$ cat src/common/tinker_pkg.sv
`default_nettype none

package tinker_pkg;

    typedef logic [63:0] word_t;
    typedef logic [31:0] instr_t;
    typedef logic [31:0] addr_t;     // byte address
    typedef logic [4:0]  reg_idx_t;
    typedef logic [11:0] lit_t;      // literal L

    localparam int    REG_COUNT   = 32;
    localparam int    MEM_BYTES   = 16384;               // 16 KB, code and data
    localparam int    MEM_AW      = $clog2(MEM_BYTES);
    localparam int    INSTR_BYTES = 4;
    localparam int    WORD_BYTES  = 8;                   // load/store width
    localparam addr_t PC_RESET    = 32'h2000;

    // kept tinker opcodes, anything else decodes as a no-op
    typedef enum logic [4:0] {
        op_and     = 5'h00,
        op_or      = 5'h01,
        op_xor     = 5'h02,
        op_not     = 5'h03,
        op_shftr   = 5'h04,
        op_shftri  = 5'h05,
        op_shftl   = 5'h06,
        op_shftli  = 5'h07,
        op_brr     = 5'h0a,   // brr L
        op_brnz    = 5'h0b,
        op_halt    = 5'h0f,
        op_load    = 5'h10,   // mov rd,(rs)(L)
        op_mov_rs  = 5'h11,
        op_mov_lit = 5'h12,
        op_store   = 5'h13,   // mov (rd)(L),rs
        op_add     = 5'h18,
        op_addi    = 5'h19,
        op_sub     = 5'h1a,
        op_subi    = 5'h1b
    } opcode_e;

    typedef enum logic [1:0] {
        from_rf    = 2'd0,
        from_exmem = 2'd1,
        from_memwb = 2'd2
    } fwd_sel_e;

    typedef struct packed {
        logic reg_write;
        logic mem_read;    // load, also selects mem data at writeback
        logic mem_write;
        logic is_branch;
        logic halt;
        logic valid;       // 0 marks a bubble
    } ctrl_t;

    // field order matches the instruction word, msb first
    typedef struct packed {
        opcode_e  opcode;
        reg_idx_t rd;
        reg_idx_t rs;
        reg_idx_t rt;
        lit_t     lit;
    } decode_t;

    typedef struct packed {
        addr_t  pc;
        instr_t instr;
        logic   valid;
    } ifid_t;

    typedef struct packed {
        ctrl_t    ctrl;
        opcode_e  opcode;
        reg_idx_t rd;
        reg_idx_t rs;
        reg_idx_t rt;
        lit_t     lit;
        addr_t    pc;
        word_t    rd_val;
        word_t    rs_val;
        word_t    rt_val;
    } idex_t;

    typedef struct packed {
        ctrl_t    ctrl;
        word_t    alu_result;   // also the memory address
        word_t    store_data;
        reg_idx_t rd;
    } exmem_t;

    typedef struct packed {
        ctrl_t    ctrl;
        word_t    mem_data;
        word_t    alu_result;
        reg_idx_t rd;
    } memwb_t;

    typedef struct packed {
        logic     we;
        reg_idx_t dest;
        word_t    data;
    } retire_t;

endpackage

`default_nettype wire

$ cat src/core/pipeline_control.sv
`timescale 1ns/1ps
`default_nettype none

module pipeline_control (
    input  wire                       clk,
    input  wire                       reset,
    input  wire tinker_pkg::decode_t  id_fields,
    input  wire tinker_pkg::ctrl_t    idex_ctrl,
    input  wire tinker_pkg::reg_idx_t idex_rd,
    input  wire tinker_pkg::ctrl_t    exmem_ctrl,
    input  wire tinker_pkg::reg_idx_t exmem_rd,
    input  wire tinker_pkg::ctrl_t    memwb_ctrl,
    input  wire tinker_pkg::reg_idx_t memwb_rd,
    input  wire                       take_branch,
    output tinker_pkg::ctrl_t         id_ctrl,
    output logic                      hold_fetch,   // pc and if/id
    output logic                      flush_ifid,
    output logic                      bubble_idex,
    output tinker_pkg::fwd_sel_e      fwd_rd,       // registered, used in ex
    output tinker_pkg::fwd_sel_e      fwd_rs,
    output tinker_pkg::fwd_sel_e      fwd_rt
);
    import tinker_pkg::*;

    logic load_use, branch_wait, hazard, halted;

    // looked up in decode, one stage early, so each producer has moved down by one
    function automatic fwd_sel_e pick(input reg_idx_t src);
        if (idex_ctrl.reg_write && idex_rd == src)
            return from_exmem;
        if (exmem_ctrl.reg_write && exmem_rd == src)
            return from_memwb;
        return from_rf;   // writer in mem/wb is caught by the rf bypass
    endfunction

    always_comb begin
        id_ctrl       = '0;
        id_ctrl.valid = 1'b1;
        case (id_fields.opcode)
            op_and, op_or, op_xor, op_not,
            op_shftr, op_shftri, op_shftl, op_shftli,
            op_mov_rs, op_mov_lit,
            op_add, op_addi, op_sub, op_subi: id_ctrl.reg_write = 1'b1;
            op_load: begin
                id_ctrl.reg_write = 1'b1;
                id_ctrl.mem_read  = 1'b1;
            end
            op_store:        id_ctrl.mem_write = 1'b1;
            op_brr, op_brnz: id_ctrl.is_branch = 1'b1;
            op_halt:         id_ctrl.halt      = 1'b1;
            default: ;       // unknown op rides along as a no-op
        endcase
    end

    // load result not ready until mem, any field may be a source
    assign load_use = idex_ctrl.mem_read &&
                      (idex_rd == id_fields.rd || idex_rd == id_fields.rs ||
                       idex_rd == id_fields.rt);
    // brnz reads rs in decode, wait for the producer to reach mem/wb
    assign branch_wait = id_fields.opcode == op_brnz &&
                         ((idex_ctrl.reg_write && idex_rd == id_fields.rs) ||
                          (exmem_ctrl.reg_write && exmem_rd == id_fields.rs));
    assign hazard      = load_use || branch_wait;
    assign hold_fetch  = hazard || halted;   // after halt nothing more issues
    assign bubble_idex = hold_fetch;
    assign flush_ifid  = take_branch && id_ctrl.is_branch && !hold_fetch;

    always_ff @(posedge clk or posedge reset) begin
        if (reset) begin
            halted <= 1'b0;
            fwd_rd <= from_rf;
            fwd_rs <= from_rf;
            fwd_rt <= from_rf;
        end else begin
            if (id_ctrl.halt && !hazard)
                halted <= 1'b1;
            fwd_rd <= pick(id_fields.rd);
            fwd_rs <= pick(id_fields.rs);
            fwd_rt <= pick(id_fields.rt);
        end
    end

    // worst case is brnz right behind a load
    assert property (@(posedge clk) disable iff (reset)
        !(hazard && $past(hazard) && $past(hazard, 2)));

endmodule

`default_nettype wire

$ cat config.mk
export PLATFORM = sky130hd
export DESIGN_NAME = pipeline_control
export DESIGN_NICKNAME = d
export VERILOG_FILES = /design/src/common/tinker_pkg.sv /design/src/core/pipeline_control.sv
export SDC_FILE = /design/constraint.sdc
export NUM_CORES = 1
export LEC_CHECK = 0
export ABC_CLOCK_PERIOD_IN_PS = 1300
export BUFFER_PORTS_ARGS = -buffer_cell sky130_fd_sc_hd__buf_4
export CAP_MARGIN = 20
export CORE_AREA = 2 2 50 52
export DETAILED_ROUTE_END_ITERATION = 8
export DIE_AREA = 0 0 52 54
export PLACE_DENSITY = 0.76
export SLEW_MARGIN = 20
export SYNTH_ARGS = -nofsm -noshare
export SYNTH_HDL_FRONTEND = slang
export SYNTH_SLANG_ARGS = --single-unit
$ cat constraint.sdc
create_clock -name clk -period 1.3 [get_ports clk]
set_input_delay 0.065 -clock clk [delete_from_list [all_inputs] [get_ports clk]]
set_output_delay 0.065 -clock clk [all_outputs]
set_load 0.03 [all_outputs]
---- Yosys cells after proc, flatten, opt, wreduce, memory -nomap -nowiden ----
Cells that the tools add are included.
W data, S select, Z words.
operators by class
  equality and inequality tests ........... 24
  mux-type cells .......................... 26
  reductions and logical operators ........ 21
operator list
  cell                  number
  $eq A5 B5 Y1 const B  8
  $eq A5 B5 Y1          6
  $mux W2               12
  $eq A5 B3 Y1 const B  4
  $eq A5 B4 Y1 const B  3
  $reduce_or A15 Y1     1
  $mux W1               14
  $logic_and A1 B1 Y1   11
  $eq A5 B2 Y1 const B  2
  $eq A5 B1 Y1 const B  1
  $logic_not A5 Y1      1
  $logic_or A1 B1 Y1    5
  $logic_not A1 Y1      2
  $reduce_or A2 Y1      1
word-level totals
  bits in registers ....................... 7
  output and inout bits ................... 15
  logic and storage cells ................. 75

---- Depth between registers and ports, before layout ----
  depth after elaboration ................. 8
  mapped depth ............................ 6
  depth with buffers taken out ............ 5

---- Least setup slack after synthesis ----
Ideal clock, no wire load.
  path kind ............................... input-to-output
  from .................................... input port id_fields[30] in the netlist's numbering
  to ...................................... output port hold_fetch
  arrival time ............................ 1.536 ns
  data required time ...................... 1.235 ns
  path slack .............................. -0.301 ns
  stages .................................. 5
  cell sequence ........................... nor2b_1 and3b_1 inv_1 o211ai_1 buf_4
between the ends
  longest elaborated chain between the ends .. 4
RTL lines
  element              RTL line                source
  start: declaration   pipeline_control.sv:7   input wire tinker_pkg::decode_t id_fields,
  $eq A5 B4 Y1         pipeline_control.sv:60  assign branch_wait = id_fields.opcode == op_brnz &&
  $logic_and A1 B1 Y1  pipeline_control.sv:60
  $logic_or A1 B1 Y1   pipeline_control.sv:63  assign hazard = load_use || branch_wait;
  $logic_or A1 B1 Y1   pipeline_control.sv:64  assign hold_fetch = hazard || halted;
  end: declaration     pipeline_control.sv:16  output logic hold_fetch,
Every way passes these cells.

---- Final worst setup path ----
  from .................................... input port exmem_rd[4]
  to ...................................... output port bubble_idex
between the ends
  longest elaborated chain between the ends .. 6
RTL lines
  element              RTL line                source
  start: declaration   pipeline_control.sv:11  input wire tinker_pkg::reg_idx_t exmem_rd,
  $eq A5 B5 Y1         pipeline_control.sv:62  (exmem_ctrl.reg_write && exmem_rd == id_fields.rs));
  $logic_and A1 B1 Y1  pipeline_control.sv:62
  $logic_or A1 B1 Y1   pipeline_control.sv:61  ((idex_ctrl.reg_write && idex_rd == id_fields.rs) ||
  $logic_and A1 B1 Y1  pipeline_control.sv:60
  $logic_or A1 B1 Y1   pipeline_control.sv:63
  $logic_or A1 B1 Y1   pipeline_control.sv:64
  end: declaration     pipeline_control.sv:18  output logic bubble_idex,
Every way passes these cells.

==> flow_metrics.py <==
metrics = {
    "status": {
        "status": "finished with violations",
        "violations": "negative setup slack",
    },
    "logic_synthesis": {
        "synth_area_leaders": "dfrtp_1 (25%), xor2_1 (20%), xnor2_1 (18%), nand3_1 (3.6%), nor2_1 (3.2%)",
        "post_synth.cell_area_avg_um2": 8.727,
        "synth_top_area_share": 0.2509,
        "yosysSeqAreaShare": 0.2509,
        "synth_nets": 148,
        "netlist_instances": 80,
        "ys_ff_latch": 7,
        "synth_top_area_cell": "dfrtp_1",
        "yosys_warnings": 0,
        "syn-cell-area_um2": 698.2,
        "synth_cell_type_count": 25,
    },
    "timing": {
        "rsz0062_at_grt": "true",
        "maxSlewViolCount": 0,
        "max_clock_freq_ghz": 0.7076,
        "setup_viol": 3,
        "skew_ns": 0,
        "setup_ws_ns": -0.1132,
        "fin_crit_ns": 1.413,
        "period_share": 1.087,
        "hold_viol": 0,
    },
    "final_layout": {
        "diodes": 0,
        "synthToLayoutAreaGrowth_pct": 76.88,
        "fin_cells": 171,
        "final_util": 0.5324,
        "fin_area_um2": 1235,
        "final_nets": 210,
        "drive_gt1_frac": 0.4965,
    },
    "global_route": {
        "grt_pass1_wl_um": 2794,
        "grt_usage": 0.1379,
        "grt_max_degree": 8,
        "grt_remaining_overflow": 0,
        "antenna_found_initial": 0,
        "grt_pass1_vias": 738,
    },
    "worst_setup_path": {
        "critPathKind": "in -> out",
        "cpMaxStageDelayCell": "nor4_2",
        "cp_data_required_time_ns": 1.24,
        "critPathMaxStageDelay_ns": 0.29,
        "crit_fanout": 2,
        "crit_chain": "buf_8 > xor2_2 > nor4_2 > and3_1 > o21ai_2 > o211ai_1 > buf_4",
        "worstPathArrival_ns": 1.35,
        "end_kind": "output pin",
        "start_kind": "primary input",
    },
    "floorplan": {
        "die_h_um": 54,
        "core-area_um2": 2320,
        "die_area_um2": 2808,
        "io_pins": 83,
        "rows": 18,
        "fp.dieW_um": 52,
        "floorplan.initialDensity": 0.3010,
    },
    "route": {
        "drtPass1Iterations": 4,
        "ant_nets": 0,
        "drc": 0,
        "drt_wl_total_um": 1881,
        "post_drt_wl_per_cell_um": 11.00,
        "first_iter_violations": 6,
        "vias": 760,
        "via_per_inst": 4.444,
    },
    "clock_network": {
        "clkLatencyLatePin_ns": 0.25,
        "h-tree-depth": 1,
        "cts.sinks": 7,
        "cts_tree": "built",
        "clock_path_buffers": 2,
        "root_buffer": "clkbuf_4",
        "numCtsBuffers": 3,
        "clk_pin_slew_ns": 0.05,
    },
    "placed_design": {
        "pre_cts_ws_ns": -0.1759,
        "gp_congestion": 0.8618,
        "postPlaceCellArea_um2": 1149,
        "dp_cells": 165,
        "port_buffers": 49,
        "dp_hpwl_um": 1660,
    },
    "min_path": {
        "hold_path.class": "in -> reg",
    },
    "power_and_ir_drop": {
        "switching_power_mw": 0.2603,
        "power_density_nw_per_um2": 644.6,
        "power_frac_clock": 0.240,
        "power_switching_share": 0.3269,
        "p_seq_frac": 0.291,
        "peakVddDrop_uv": 324.6,
        "leakage_nw": 0.5980,
        "internal-power_mw": 0.5357,
        "comb_power_share": 0.469,
        "power.total_mw": 0.7960,
    },
    "flow_run": {
        "maxCapViolCount": 0,
    },
}
cells in the mapped netlist:
cell       n
o211ai_1   1
o21bai_1   1
and3b_1    1
and2_1     2
nand3_2    1
nor3_1     1
nor4_1     3
nor2b_1    2
nor2_2     1
inv_1      3
o31ai_4    1
dfrtp_1    7
xnor2_1   14
nand2_1    5
and4b_1    1
nor3_2     2
a21o_1     1
and3_1     1
o21ai_1    1
conb_1     1
xor2_1    16
buf_4      2
nand3_1    5
a21oi_1    1
nor2_1     6
final cells by class:
class / instances / area, µm²
Inverter: 3 / 11.26
Sequential cell: 7 / 175.2
Tap cell: 30 / 37.54
Fill cell: 213 / 1085
Multi-Input combinational cell: 68 / 516.7
Clock buffer: 4 / 26.28
Timing Repair Buffer: 59 / 467.9
path summary, 6_finish.rpt:
check	from	to	slack, ns	depth (start not counted)
worst max-delay path	exmem_rd[4]	bubble_idex	-0.11	7
worst min-delay path	exmem_ctrl[5]	fwd_rd[1]$_DFF_PP0_	0.07	3
worst max register to register	halted$_DFFE_PP0P_	halted$_DFFE_PP0P_	0.68	1
worst min register to register	halted$_DFFE_PP0P_	halted$_DFFE_PP0P_	0.45	1
max in group asynchronous	reset	fwd_rd[1]$_DFF_PP0_	0.81	3
min in group asynchronous	reset	fwd_rs[1]$_DFF_PP0_	0.29	3
sequential cells by signal, indices dropped and copies added, names as in the netlist:
signal  flops
halted      1
fwd_rd      2
fwd_rs      2
fwd_rt      2
cell families after synthesis:
logic type,synth area share
and+or+nand+nor,0.2527
xor gates and xnor gates,0.3763
other,0.005371
buffers and inverters,0.03763
AOI/OAI and AO/OA,0.07706
DFF,0.2509
repair_timing:
item                       in CTS  in global routing
gates resized for setup         4                  6
hold endpoints to repair        7                  0
hold buffers                    1                  0
setup endpoints to repair       3                  3
pin swaps                       6                  5
buffers inserted                0                  1
cell usage in the layout, fill, tap and decap left out, types with 3 or more instances in the layout:
cell	Yosys	final
buf_4	2	53
xor2_1	16	15
xnor2_1	14	14
dfrtp_1	7	7
nor2_1	6	5
nand2_1	5	5
nand3_1	5	5
buf_6	0	4
inv_1	3	3
clkbuf_4	0	3
stage by stage:
| stage | setup TNS (ns) | hold WS, ns |
|---|---|---|
| after detailed placement | -0.4070 | 0.00009692 |
| after CTS | -0.2900 | 0.06814 |
| after floorplan | -0.3014 | -0.1316 |
| after global routing | -0.5665 | 0.06926 |
| after global placement | -0.1337 | -0.004214 |
| final | -0.3320 | 0.06993 |
critical path: cells and delay by family:
family,cells,cell delay (ns)
compound gates,2,0.29
xor+xnor,1,0.17
buf+inv,2,0.31
simple gates,2,0.51
power groups by stage:
stage | combinational, mW | sequential (mW) | clock, mW
after floorplan | 0.176 | 0.241 | 0
after global placement | 0.352 | 0.235 | 0
after detailed placement | 0.359 | 0.235 | 0
after CTS | 0.366 | 0.232 | 0.196
after global routing | 0.403 | 0.232 | 0.216
final | 0.373 | 0.232 | 0.191
routing by layer:
metal,wire [µm],vias up,track usage
li1,-,380,-
met1,688,342,0.1431
met2,1060,36,0.2595
met3,123,2,0.02500
met4,8,0,0.07895
met5,0,-,0
Power figures use the tool's default switching activity.
