<file path="src/common/tinker_pkg.sv">
`default_nettype none

package tinker_pkg;

    typedef logic [63:0] word_t;
    typedef logic [31:0] instr_t;
    typedef logic [31:0] addr_t;     // byte address
    typedef logic [4:0]  reg_idx_t;
    typedef logic [11:0] lit_t;      // literal L

    localparam int    REG_COUNT   = 32;
    localparam int    MEM_BYTES   = 16384;               // 16 KB, code and data
    localparam int    MEM_AW      = $clog2(MEM_BYTES);
    localparam int    INSTR_BYTES = 4;
    localparam int    WORD_BYTES  = 8;                   // load/store width
    localparam addr_t PC_RESET    = 32'h2000;

    // kept tinker opcodes, anything else decodes as a no-op
    typedef enum logic [4:0] {
        op_and     = 5'h00,
        op_or      = 5'h01,
        op_xor     = 5'h02,
        op_not     = 5'h03,
        op_shftr   = 5'h04,
        op_shftri  = 5'h05,
        op_shftl   = 5'h06,
        op_shftli  = 5'h07,
        op_brr     = 5'h0a,   // brr L
        op_brnz    = 5'h0b,
        op_halt    = 5'h0f,
        op_load    = 5'h10,   // mov rd,(rs)(L)
        op_mov_rs  = 5'h11,
        op_mov_lit = 5'h12,
        op_store   = 5'h13,   // mov (rd)(L),rs
        op_add     = 5'h18,
        op_addi    = 5'h19,
        op_sub     = 5'h1a,
        op_subi    = 5'h1b
    } opcode_e;

    typedef enum logic [1:0] {
        from_rf    = 2'd0,
        from_exmem = 2'd1,
        from_memwb = 2'd2
    } fwd_sel_e;

    typedef struct packed {
        logic reg_write;
        logic mem_read;    // load, also selects mem data at writeback
        logic mem_write;
        logic is_branch;
        logic halt;
        logic valid;       // 0 marks a bubble
    } ctrl_t;

    // field order matches the instruction word, msb first
    typedef struct packed {
        opcode_e  opcode;
        reg_idx_t rd;
        reg_idx_t rs;
        reg_idx_t rt;
        lit_t     lit;
    } decode_t;

    typedef struct packed {
        addr_t  pc;
        instr_t instr;
        logic   valid;
    } ifid_t;

    typedef struct packed {
        ctrl_t    ctrl;
        opcode_e  opcode;
        reg_idx_t rd;
        reg_idx_t rs;
        reg_idx_t rt;
        lit_t     lit;
        addr_t    pc;
        word_t    rd_val;
        word_t    rs_val;
        word_t    rt_val;
    } idex_t;

    typedef struct packed {
        ctrl_t    ctrl;
        word_t    alu_result;   // also the memory address
        word_t    store_data;
        reg_idx_t rd;
    } exmem_t;

    typedef struct packed {
        ctrl_t    ctrl;
        word_t    mem_data;
        word_t    alu_result;
        reg_idx_t rd;
    } memwb_t;

    typedef struct packed {
        logic     we;
        reg_idx_t dest;
        word_t    data;
    } retire_t;

endpackage

`default_nettype wire

</file>
<file path="src/logic/branch_unit.sv">
`timescale 1ns/1ps
`default_nettype none

module branch_unit (
    input  wire tinker_pkg::opcode_e opcode,
    input  wire tinker_pkg::addr_t   pc,       // pc of the branch itself
    input  wire tinker_pkg::word_t   rs_val,
    input  wire tinker_pkg::lit_t    lit,
    output logic                     take_branch,
    output tinker_pkg::addr_t        target
);
    import tinker_pkg::*;

    // both kept branches are pc relative
    assign target = pc + {{20{lit[11]}}, lit};

    always_comb begin
        case (opcode)
            op_brr:  take_branch = 1'b1;
            op_brnz: take_branch = rs_val != '0;   // rs is settled, control stalls otherwise
            default: take_branch = 1'b0;
        endcase
    end

endmodule

`default_nettype wire

</file>
<file path="config.mk">
export PLATFORM = sky130hd
export DESIGN_NAME = branch_unit
export DESIGN_NICKNAME = d
export VERILOG_FILES = /design/src/common/tinker_pkg.sv /design/src/logic/branch_unit.sv
export SDC_FILE = /design/constraint.sdc
export NUM_CORES = 1
export LEC_CHECK = 0
export BUFFER_PORTS_ARGS = -buffer_cell sky130_fd_sc_hd__clkbuf_2
export CAP_MARGIN = 0
export CORE_MARGIN = 2
export CORE_UTILIZATION = 34
export DETAILED_ROUTE_END_ITERATION = 8
export PLACE_DENSITY = 0.75
export SLEW_MARGIN = 20
export SYNTH_ARGS = -nofsm -noshare
export SYNTH_HDL_FRONTEND = slang
export SYNTH_SLANG_ARGS = --single-unit
</file>
<file path="constraint.sdc">
create_clock -name vclk -period 7.11
set_input_delay 1.422 -clock vclk [all_inputs]
set_output_delay 1.422 -clock vclk [all_outputs]
set_load 0.02 [all_outputs]
</file>
=== Word level (Yosys, flattened, before mapping) ===
Cells that the tools add are included.

* Multiplexer cells: 1
* Add/subtract/negate cells: 1
* Reduce and logical (&&, ||, !) cells: 1
* Eq/ne operators: 2

{| class="wikitable"
|+ Operators with widths
! operator !! number
|-
| $reduce_bool 64->1 || 1
|-
| $add 32x32->32 || 1
|-
| $eq 5x4->1 const B || 2
|-
| $pmux 1 s2 || 1
|}

* Input bits: 113
* Word-level logic and storage cells: 5
* Flip-flop bits (word level): 0
* Output and inout port bits: 33

=== Longest topological paths before layout ===
Gate-level depths: netlist of run 1.

* Word-level depth: 2
* Depth in mapped cells: 9
* Mapped depth without buffers: 9

=== Worst setup path after synthesis of run 1 ===
OpenSTA, ideal clock, no wires.

* Path type: in2out
* Start point: input port pc[0]
* End point: output port target[18]
* Buffers on the path: 0
* Cell stages on the path: 9
* Slack: 2031 ps
* Data required time: 5688 ps
* Arrival time: 3657 ps
* Cell sequence: ha_1 -> fa_1 -> a21o_1 -> a221oi_4 -> o211ai_2 -> a31o_2 -> a31oi_1 -> o21ai_0 -> xor2_1

* Word-level cells in the longest chain between the ends: 1

{| class="wikitable"
|+ RTL lines
! element !! RTL line !! text
|-
| start: declaration || branch_unit.sv:6 || <nowiki>input wire tinker_pkg::addr_t pc,</nowiki>
|-
| $add 32x32->32 || branch_unit.sv:15 || <nowiki>assign target = pc + {{20{lit[11]}}, lit};</nowiki>
|-
| end: declaration || branch_unit.sv:10 || <nowiki>output tinker_pkg::addr_t target</nowiki>
|}

No other way between the ends.

=== Worst setup path after layout of run 1 ===
* Start point: input port lit[11]
* End point: output port target[30]

* Word-level cells in the longest chain between the ends: 1

{| class="wikitable"
|+ RTL lines
! element !! RTL line !! text
|-
| start: declaration || branch_unit.sv:8 || <nowiki>input wire tinker_pkg::lit_t lit,</nowiki>
|-
| $add 32x32->32 || branch_unit.sv:15 ||
|}

No other way between the ends.

==> summary.txt, run 1 <==
Routing
  • Met2 Wirelength: between 3000 and 4000 microns
  • DR pass1 iterations: 4
  • Routed WL per cell: 14.1 microns
  • WL met1: between 2000 and 2500 microns
  • Max layer used: met4
  • Via count: about 2600
  • Vias/cell: around 5.5
  • Final wirelength: about 6600 microns
  • DR DRC count: 0
  • WL met3: a little over 400 microns
  • Routed Antenna Nets: 0
  • Drt initial violations: roughly 110

Logic synthesis
  • Largest cells by area after synthesis: ha_1 21%, xnor2_1 8.4%, a21oi_1 7.0%
  • Top-count cell post-synth: ha_1
  • Synth top cells by count: 31 x ha_1, 26 x a21oi_1, 21 x nor2_1, 20 x nand2_1, 18 x xnor2_1
  • Yosys top cell area share: 0.207
  • Netlist cell types: 52
  • Synth area leader: ha_1
  • Post-Syn Area: approximately 1900 sq um
  • Mean post-synth cell area: ~7.2 sq um
  • Cells after Synth: ~260
  • Post-synthesis net count: approximately 400
  • Synthesis Warnings: 0
  • Sequential fraction of the synthesis area: 0

Floorplan
  • Rows: 26
  • Core ar.: ~5200 sq um
  • Ports: around 150
  • Chip width: 78.1 microns
  • Die H: about 80 microns
  • Starting Density: 0.359
  • Die ar.: between 6000 and 7000 sq um

Cells and area
  • Register Area: 0 sq um
  • Clk_buf instances: 0
  • Nets: 543
  • Ant. Diodes: 0
  • Seq_cells: 0
  • Core Util, Final: 0.507
  • Final cell count without fillers: between 400 and 500
  • Final instance area: around 2600 sq um
  • Filler instances: 564
  • Layout cells sized above 1: 0.394
  • P&R area growth vs syn: 41.2%

Setup path
  • Setup crit start: lit[11]
  • Crit Path Category: in2out
  • Critical-path cell list: clkbuf_2 > ha_1 > a21o_1 > a31o_1 > a221o_1 > a311oi_2 > nor3_1 > a211oi_2 > xnor2_1 > clkbuf_2
  • CP Launch Type: input pin
  • Crit path largest cell delay: about 480 ps
  • CP most frequent cell: clkbuf_2
  • Crit end category: output port
  • WP depth: 10
  • Critical Path Slowest Stage Cell: ha_1
  • Worst EP required: around 5700 ps
  • Crit path capture: target[30]
  • CP arrival: about 4100 ps
  • Crit Path Max Fanout: 21
  • Critical path's top delay family: compound AO/OA/AOI/OAI gates
  • WP buf/inv: 2

Outcome
  • Outcome: completed

Placement
  • Placed insts: about 470
  • Area after DPL: approximately 2600 sq um
  • Port bufs: approximately 150
  • Gp weighted congestion: between 0.8 and 0.9
  • Final HPWL DP: just under 6000 microns

STA
  • Worst slew pin tran: slightly above 500 ps
  • Final Hold Fails: 0
  • Fmax: between 150 and 200 MHz
  • RSZ-0062 raised after global routing: no
  • Fin. max-slew vios: 0
  • Clock period minus worst slack: about 5500 ps
  • Max_slew headroom: 0.657
  • Setup violators final: 0
  • Setup TNS: 0 ps
  • Final period util: 0.778

Power and ir drop
  • Leak pwr: roughly 1.4 nW
  • Worst vdd ir: a little under 0.07 mV
  • Overall Power: about 0.30 mW
  • Power density over cell area: approximately 110 nW/um^2

Min path
  • Hold WC Path Type: in2out

Clock network
  • Hold_buf cts: 0
  • Post-CTS Repair Setup Buffers: 0
  • Post-CTS resize count: 0

Global routing
  • Gr usage total: 0.201
  • Remaining Overflow, GRT: 0
  • Vias in the first global route: 2500
  • Initial antenna violation count: 0
  • Largest net degree at the start of global routing: 22
  • First-pass GRT wire length: 10500 microns

Flow run
  • Number of max-cap violations: 0
[layout make-up]
| type | instances | area (sq um) | share of cell area |
|---|---|---|---|
| tap | 70 | 87.6 | 0.0332 |
| multi-input combinational | 243 | 1790 | 0.680 |
| timing repair buffer | 146 | 731 | 0.277 |
| inverter | 7 | 26.3 | 0.00996 |
[cell families (layout without fill, tap and decap cells)]
family | after synthesis | count (layout) | share of synthesized area
AND/OR/NAND/NOR | 91 | 91 | 0.253
AO/OA/AOI/OAI | 90 | 90 | 0.348
adder cells (fa/ha/maj) | 32 | 32 | 0.218
XOR/XNOR | 30 | 30 | 0.141
buffers and inverters | 18 | 153 | 0.0402
[worst min-delay path by stage]
stage                         start     endpoint  slack, ps  cells after the start
final                        lit[0]    target[0]       3190                      3
after floorplan           opcode[3]  take_branch       3010                      2
after global placement       lit[0]    target[0]       3190                      3
after global routing          pc[0]    target[0]       3200                      3
after CTS                    lit[0]    target[0]       3190                      3
after detailed placement     lit[0]    target[0]       3190                      3
[report_power, final]
group / leakage [nW] / total [mW] / internal, mW / switching, mW
combinational: 1.37 / 0.295 / 0.120 / 0.175
clock: 0 / 0 / 0 / 0
sequential: 0 / 0 / 0 / 0
total: 1.37 / 0.295 / 0.120 / 0.175
[stage by stage]
step	setup slack (ps)	hold WS (ps)
after floorplan	2030	3010
after global placement	1650	3190
after detailed placement	1570	3190
after CTS	1570	3190
after global routing	1400	3200
final	1580	3190
[cell usage in the layout (no fill, tap or decap), types with 3 or more instances in the layout]
cell / count
nand2_1: 20
o21a_1: 3
a21o_1: 11
o21bai_1: 3
xor2_1: 12
nand4_1: 7
nor3_1: 5
and3_1: 4
inv_1: 7
nor4_1: 15
xnor2_1: 18
a31oi_1: 4
ha_1: 31
clkbuf_2: 146
nor2_1: 21
o21ai_0: 13
a21oi_1: 26
nand3_1: 8
[metal layers]
layer  GRT usage  vias up
li1            -     1293
met1       0.215     1155
met2       0.422      111
met3      0.0149       12
met4      0.0404        0
met5           0        -
Note: power is estimated with default switching activity, not from simulation.
==> run 2: changes to the inputs <==
clock period = 5.7 ns   (was 7.11 ns; I/O delays follow)
==> summary.txt, run 2 (same netlist as run 1, synthesis figures left out) <==
Cells and area
  • Ant. Diodes: 0 (unchanged)
  • Most common cell after layout, fill and taps aside: clkbuf_2
  • Layout cells sized above 1: 0.394 (unchanged)
  • Clk_buf instances: 0 (unchanged)
  • Final instance area: 2640 sq um (unchanged)
  • Core Util, Final: 0.507 (unchanged)
  • P&R area growth vs syn: 41.2% (unchanged)
  • Seq_cells: 0 (unchanged)
  • Nets: 543 (unchanged)
  • Register Area: 0 sq um (unchanged)
  • Commonest non-fill, non-tap cells in the layout: 146 x clkbuf_2, 31 x ha_1, 26 x a21oi_1, 21 x nor2_1, 20 x nand2_1

STA
  • Fin. max-slew vios: 0 (unchanged)
  • Max_slew headroom: 0.674 (+0.0176)
  • Final period util: 0.870
  • Fmax: slightly above 200 MHz
  • Clock period minus worst slack: slightly below 5000 ps
  • Final Hold Fails: 0 (unchanged)
  • Worst slew pin tran: 489 ps (-22.5 ps)
  • RSZ-0062 raised after global routing: no
  • Setup TNS: 0 ps (unchanged)
  • Setup violators final: 0 (unchanged)

Setup path
  • CP Launch Type: input pin
  • Critical Path Slowest Stage Cell: ha_1
  • Crit path largest cell delay: 480 ps (about the same)
  • Crit Path Category: in2out
  • CP arrival: 3820 ps (-290 ps)
  • Crit Path Max Fanout: 21 (unchanged)
  • Crit end category: output port
  • Critical-path cell list: clkbuf_2 > ha_1 > a21o_1 > a31o_1 > a221o_1 > a311oi_2 > nor3_1 > a211oi_2 > xnor2_1 > clkbuf_2
  • CP most frequent cell: clkbuf_2
  • Worst EP required: 4560 ps (-1130 ps)

Routing
  • Routed Antenna Nets: 0 (unchanged)
  • Drt initial violations: 137 (+22%)
  • DR DRC count: 0 (unchanged)
  • Routed WL per cell: 14.1 microns (+0.23%)
  • DR pass1 iterations: 7 (+3)
  • Vias/cell: 5.46 (-1.1%)
  • Final wirelength: 6580 microns (+0.23%)
  • Via count: 2544 (-1.1%)

Power and ir drop
  • Worst vdd ir: 0.0843 mV (+24%)
  • Leak pwr: 1.37 nW (unchanged)
  • Power density over cell area: 140 nW/um^2 (+25%)
  • Overall Power: 0.369 mW (+25%)

Global routing
  • Gr usage total: 0.202 (+0.000481)
  • Remaining Overflow, GRT: 0 (unchanged)
  • First-pass GRT wire length: 10500 microns (about the same)
  • Largest net degree at the start of global routing: 22 (unchanged)
  • Initial antenna violation count: 0 (unchanged)
  • Vias in the first global route: 2414 (-3.4%)

Placement
  • Final HPWL DP: 5770 microns (-0.97%)
  • Port bufs: 146 (unchanged)
  • Area after DPL: 2640 sq um (unchanged)
  • Gp weighted congestion: 0.893 (about the same)

Clock network
  • Post-CTS resize count: 0 (unchanged)
  • Hold_buf cts: 0 (unchanged)
  • Post-CTS Repair Setup Buffers: 0 (unchanged)

Floorplan
  • Core ar.: 5200 sq um (unchanged)
  • Rows: 26 (unchanged)
  • Chip width: 78.1 microns (unchanged)
  • Starting Density: 0.359 (unchanged)
  • Die H: 78.1 microns (unchanged)
  • Die ar.: 6110 sq um (unchanged)
  • Ports: 146 (unchanged)

Outcome
  • Outcome: completed

Min path
  • WHS Endpoint: target[0]
  • Hold path start: lit[0]
  • Hold WC Path Type: in2out
  • Hold depth: 3 (unchanged)

Flow run
  • Number of max-cap violations: 0 (unchanged)
## run 2: cell counts in the layout (fill, tap and decap cells not counted)
No cell type changed its count.
## run 2: layout make-up
class / count / area [sq um]
fill: 554 / 2570
multi-input combinational: 243 / 1790
timing repair buffer: 146 / 731
tap: 70 / 87.6
inverter: 7 / 26.3
## run 2: how the worst max path moves through the flow
stage                        from    endpoint  slack [ps]
after floorplan             pc[0]  target[18]        1180
after global placement    lit[11]  target[30]         800
after detailed placement  lit[11]  target[30]         750
after CTS                 lit[11]  target[30]         750
after global routing      lit[11]  target[26]         560
final                     lit[11]  target[30]         740
## run 2: report_power, final
group          total (mW)  switching, mW  internal (mW)  leakage (nW)
clock network           0              0              0             0
registers               0              0              0             0
logic               0.369          0.219          0.150          1.37
total               0.369          0.219          0.150          1.37
## run 2: routing by layer
| layer | up-vias | routed length [microns] | GRT usage |
|---|---|---|---|
| met4 | 0 | 95 | 0.0263 |
| met2 | 111 | 3510 | 0.420 |
| li1 | 1292 | - | - |
| met1 | 1135 | 2590 | 0.226 |
| met3 | 6 | 378 | 0.0115 |
| met5 | - | 0 | 0 |
## run 2: worst max-delay path: cells and delay by family
family | cells | cell delay, ps
compound gates | 5 | 1420
simple gates | 1 | 130
buf+inv | 2 | 490
fa+ha+maj | 1 | 480
xor+xnor | 1 | 140
## run 2: through the flow
stage / hold slack (ps) / cells / setup slack, ps
2_1_floorplan: 2440 / 261 / 1180
3_3_place_gp: 2620 / 466 / 802
3_5_place_dp: 2620 / 466 / 755
4_1_cts: 2620 / 466 / 751
5_1_grt: 2630 / 466 / 557
6_report: 2620 / 466 / 741
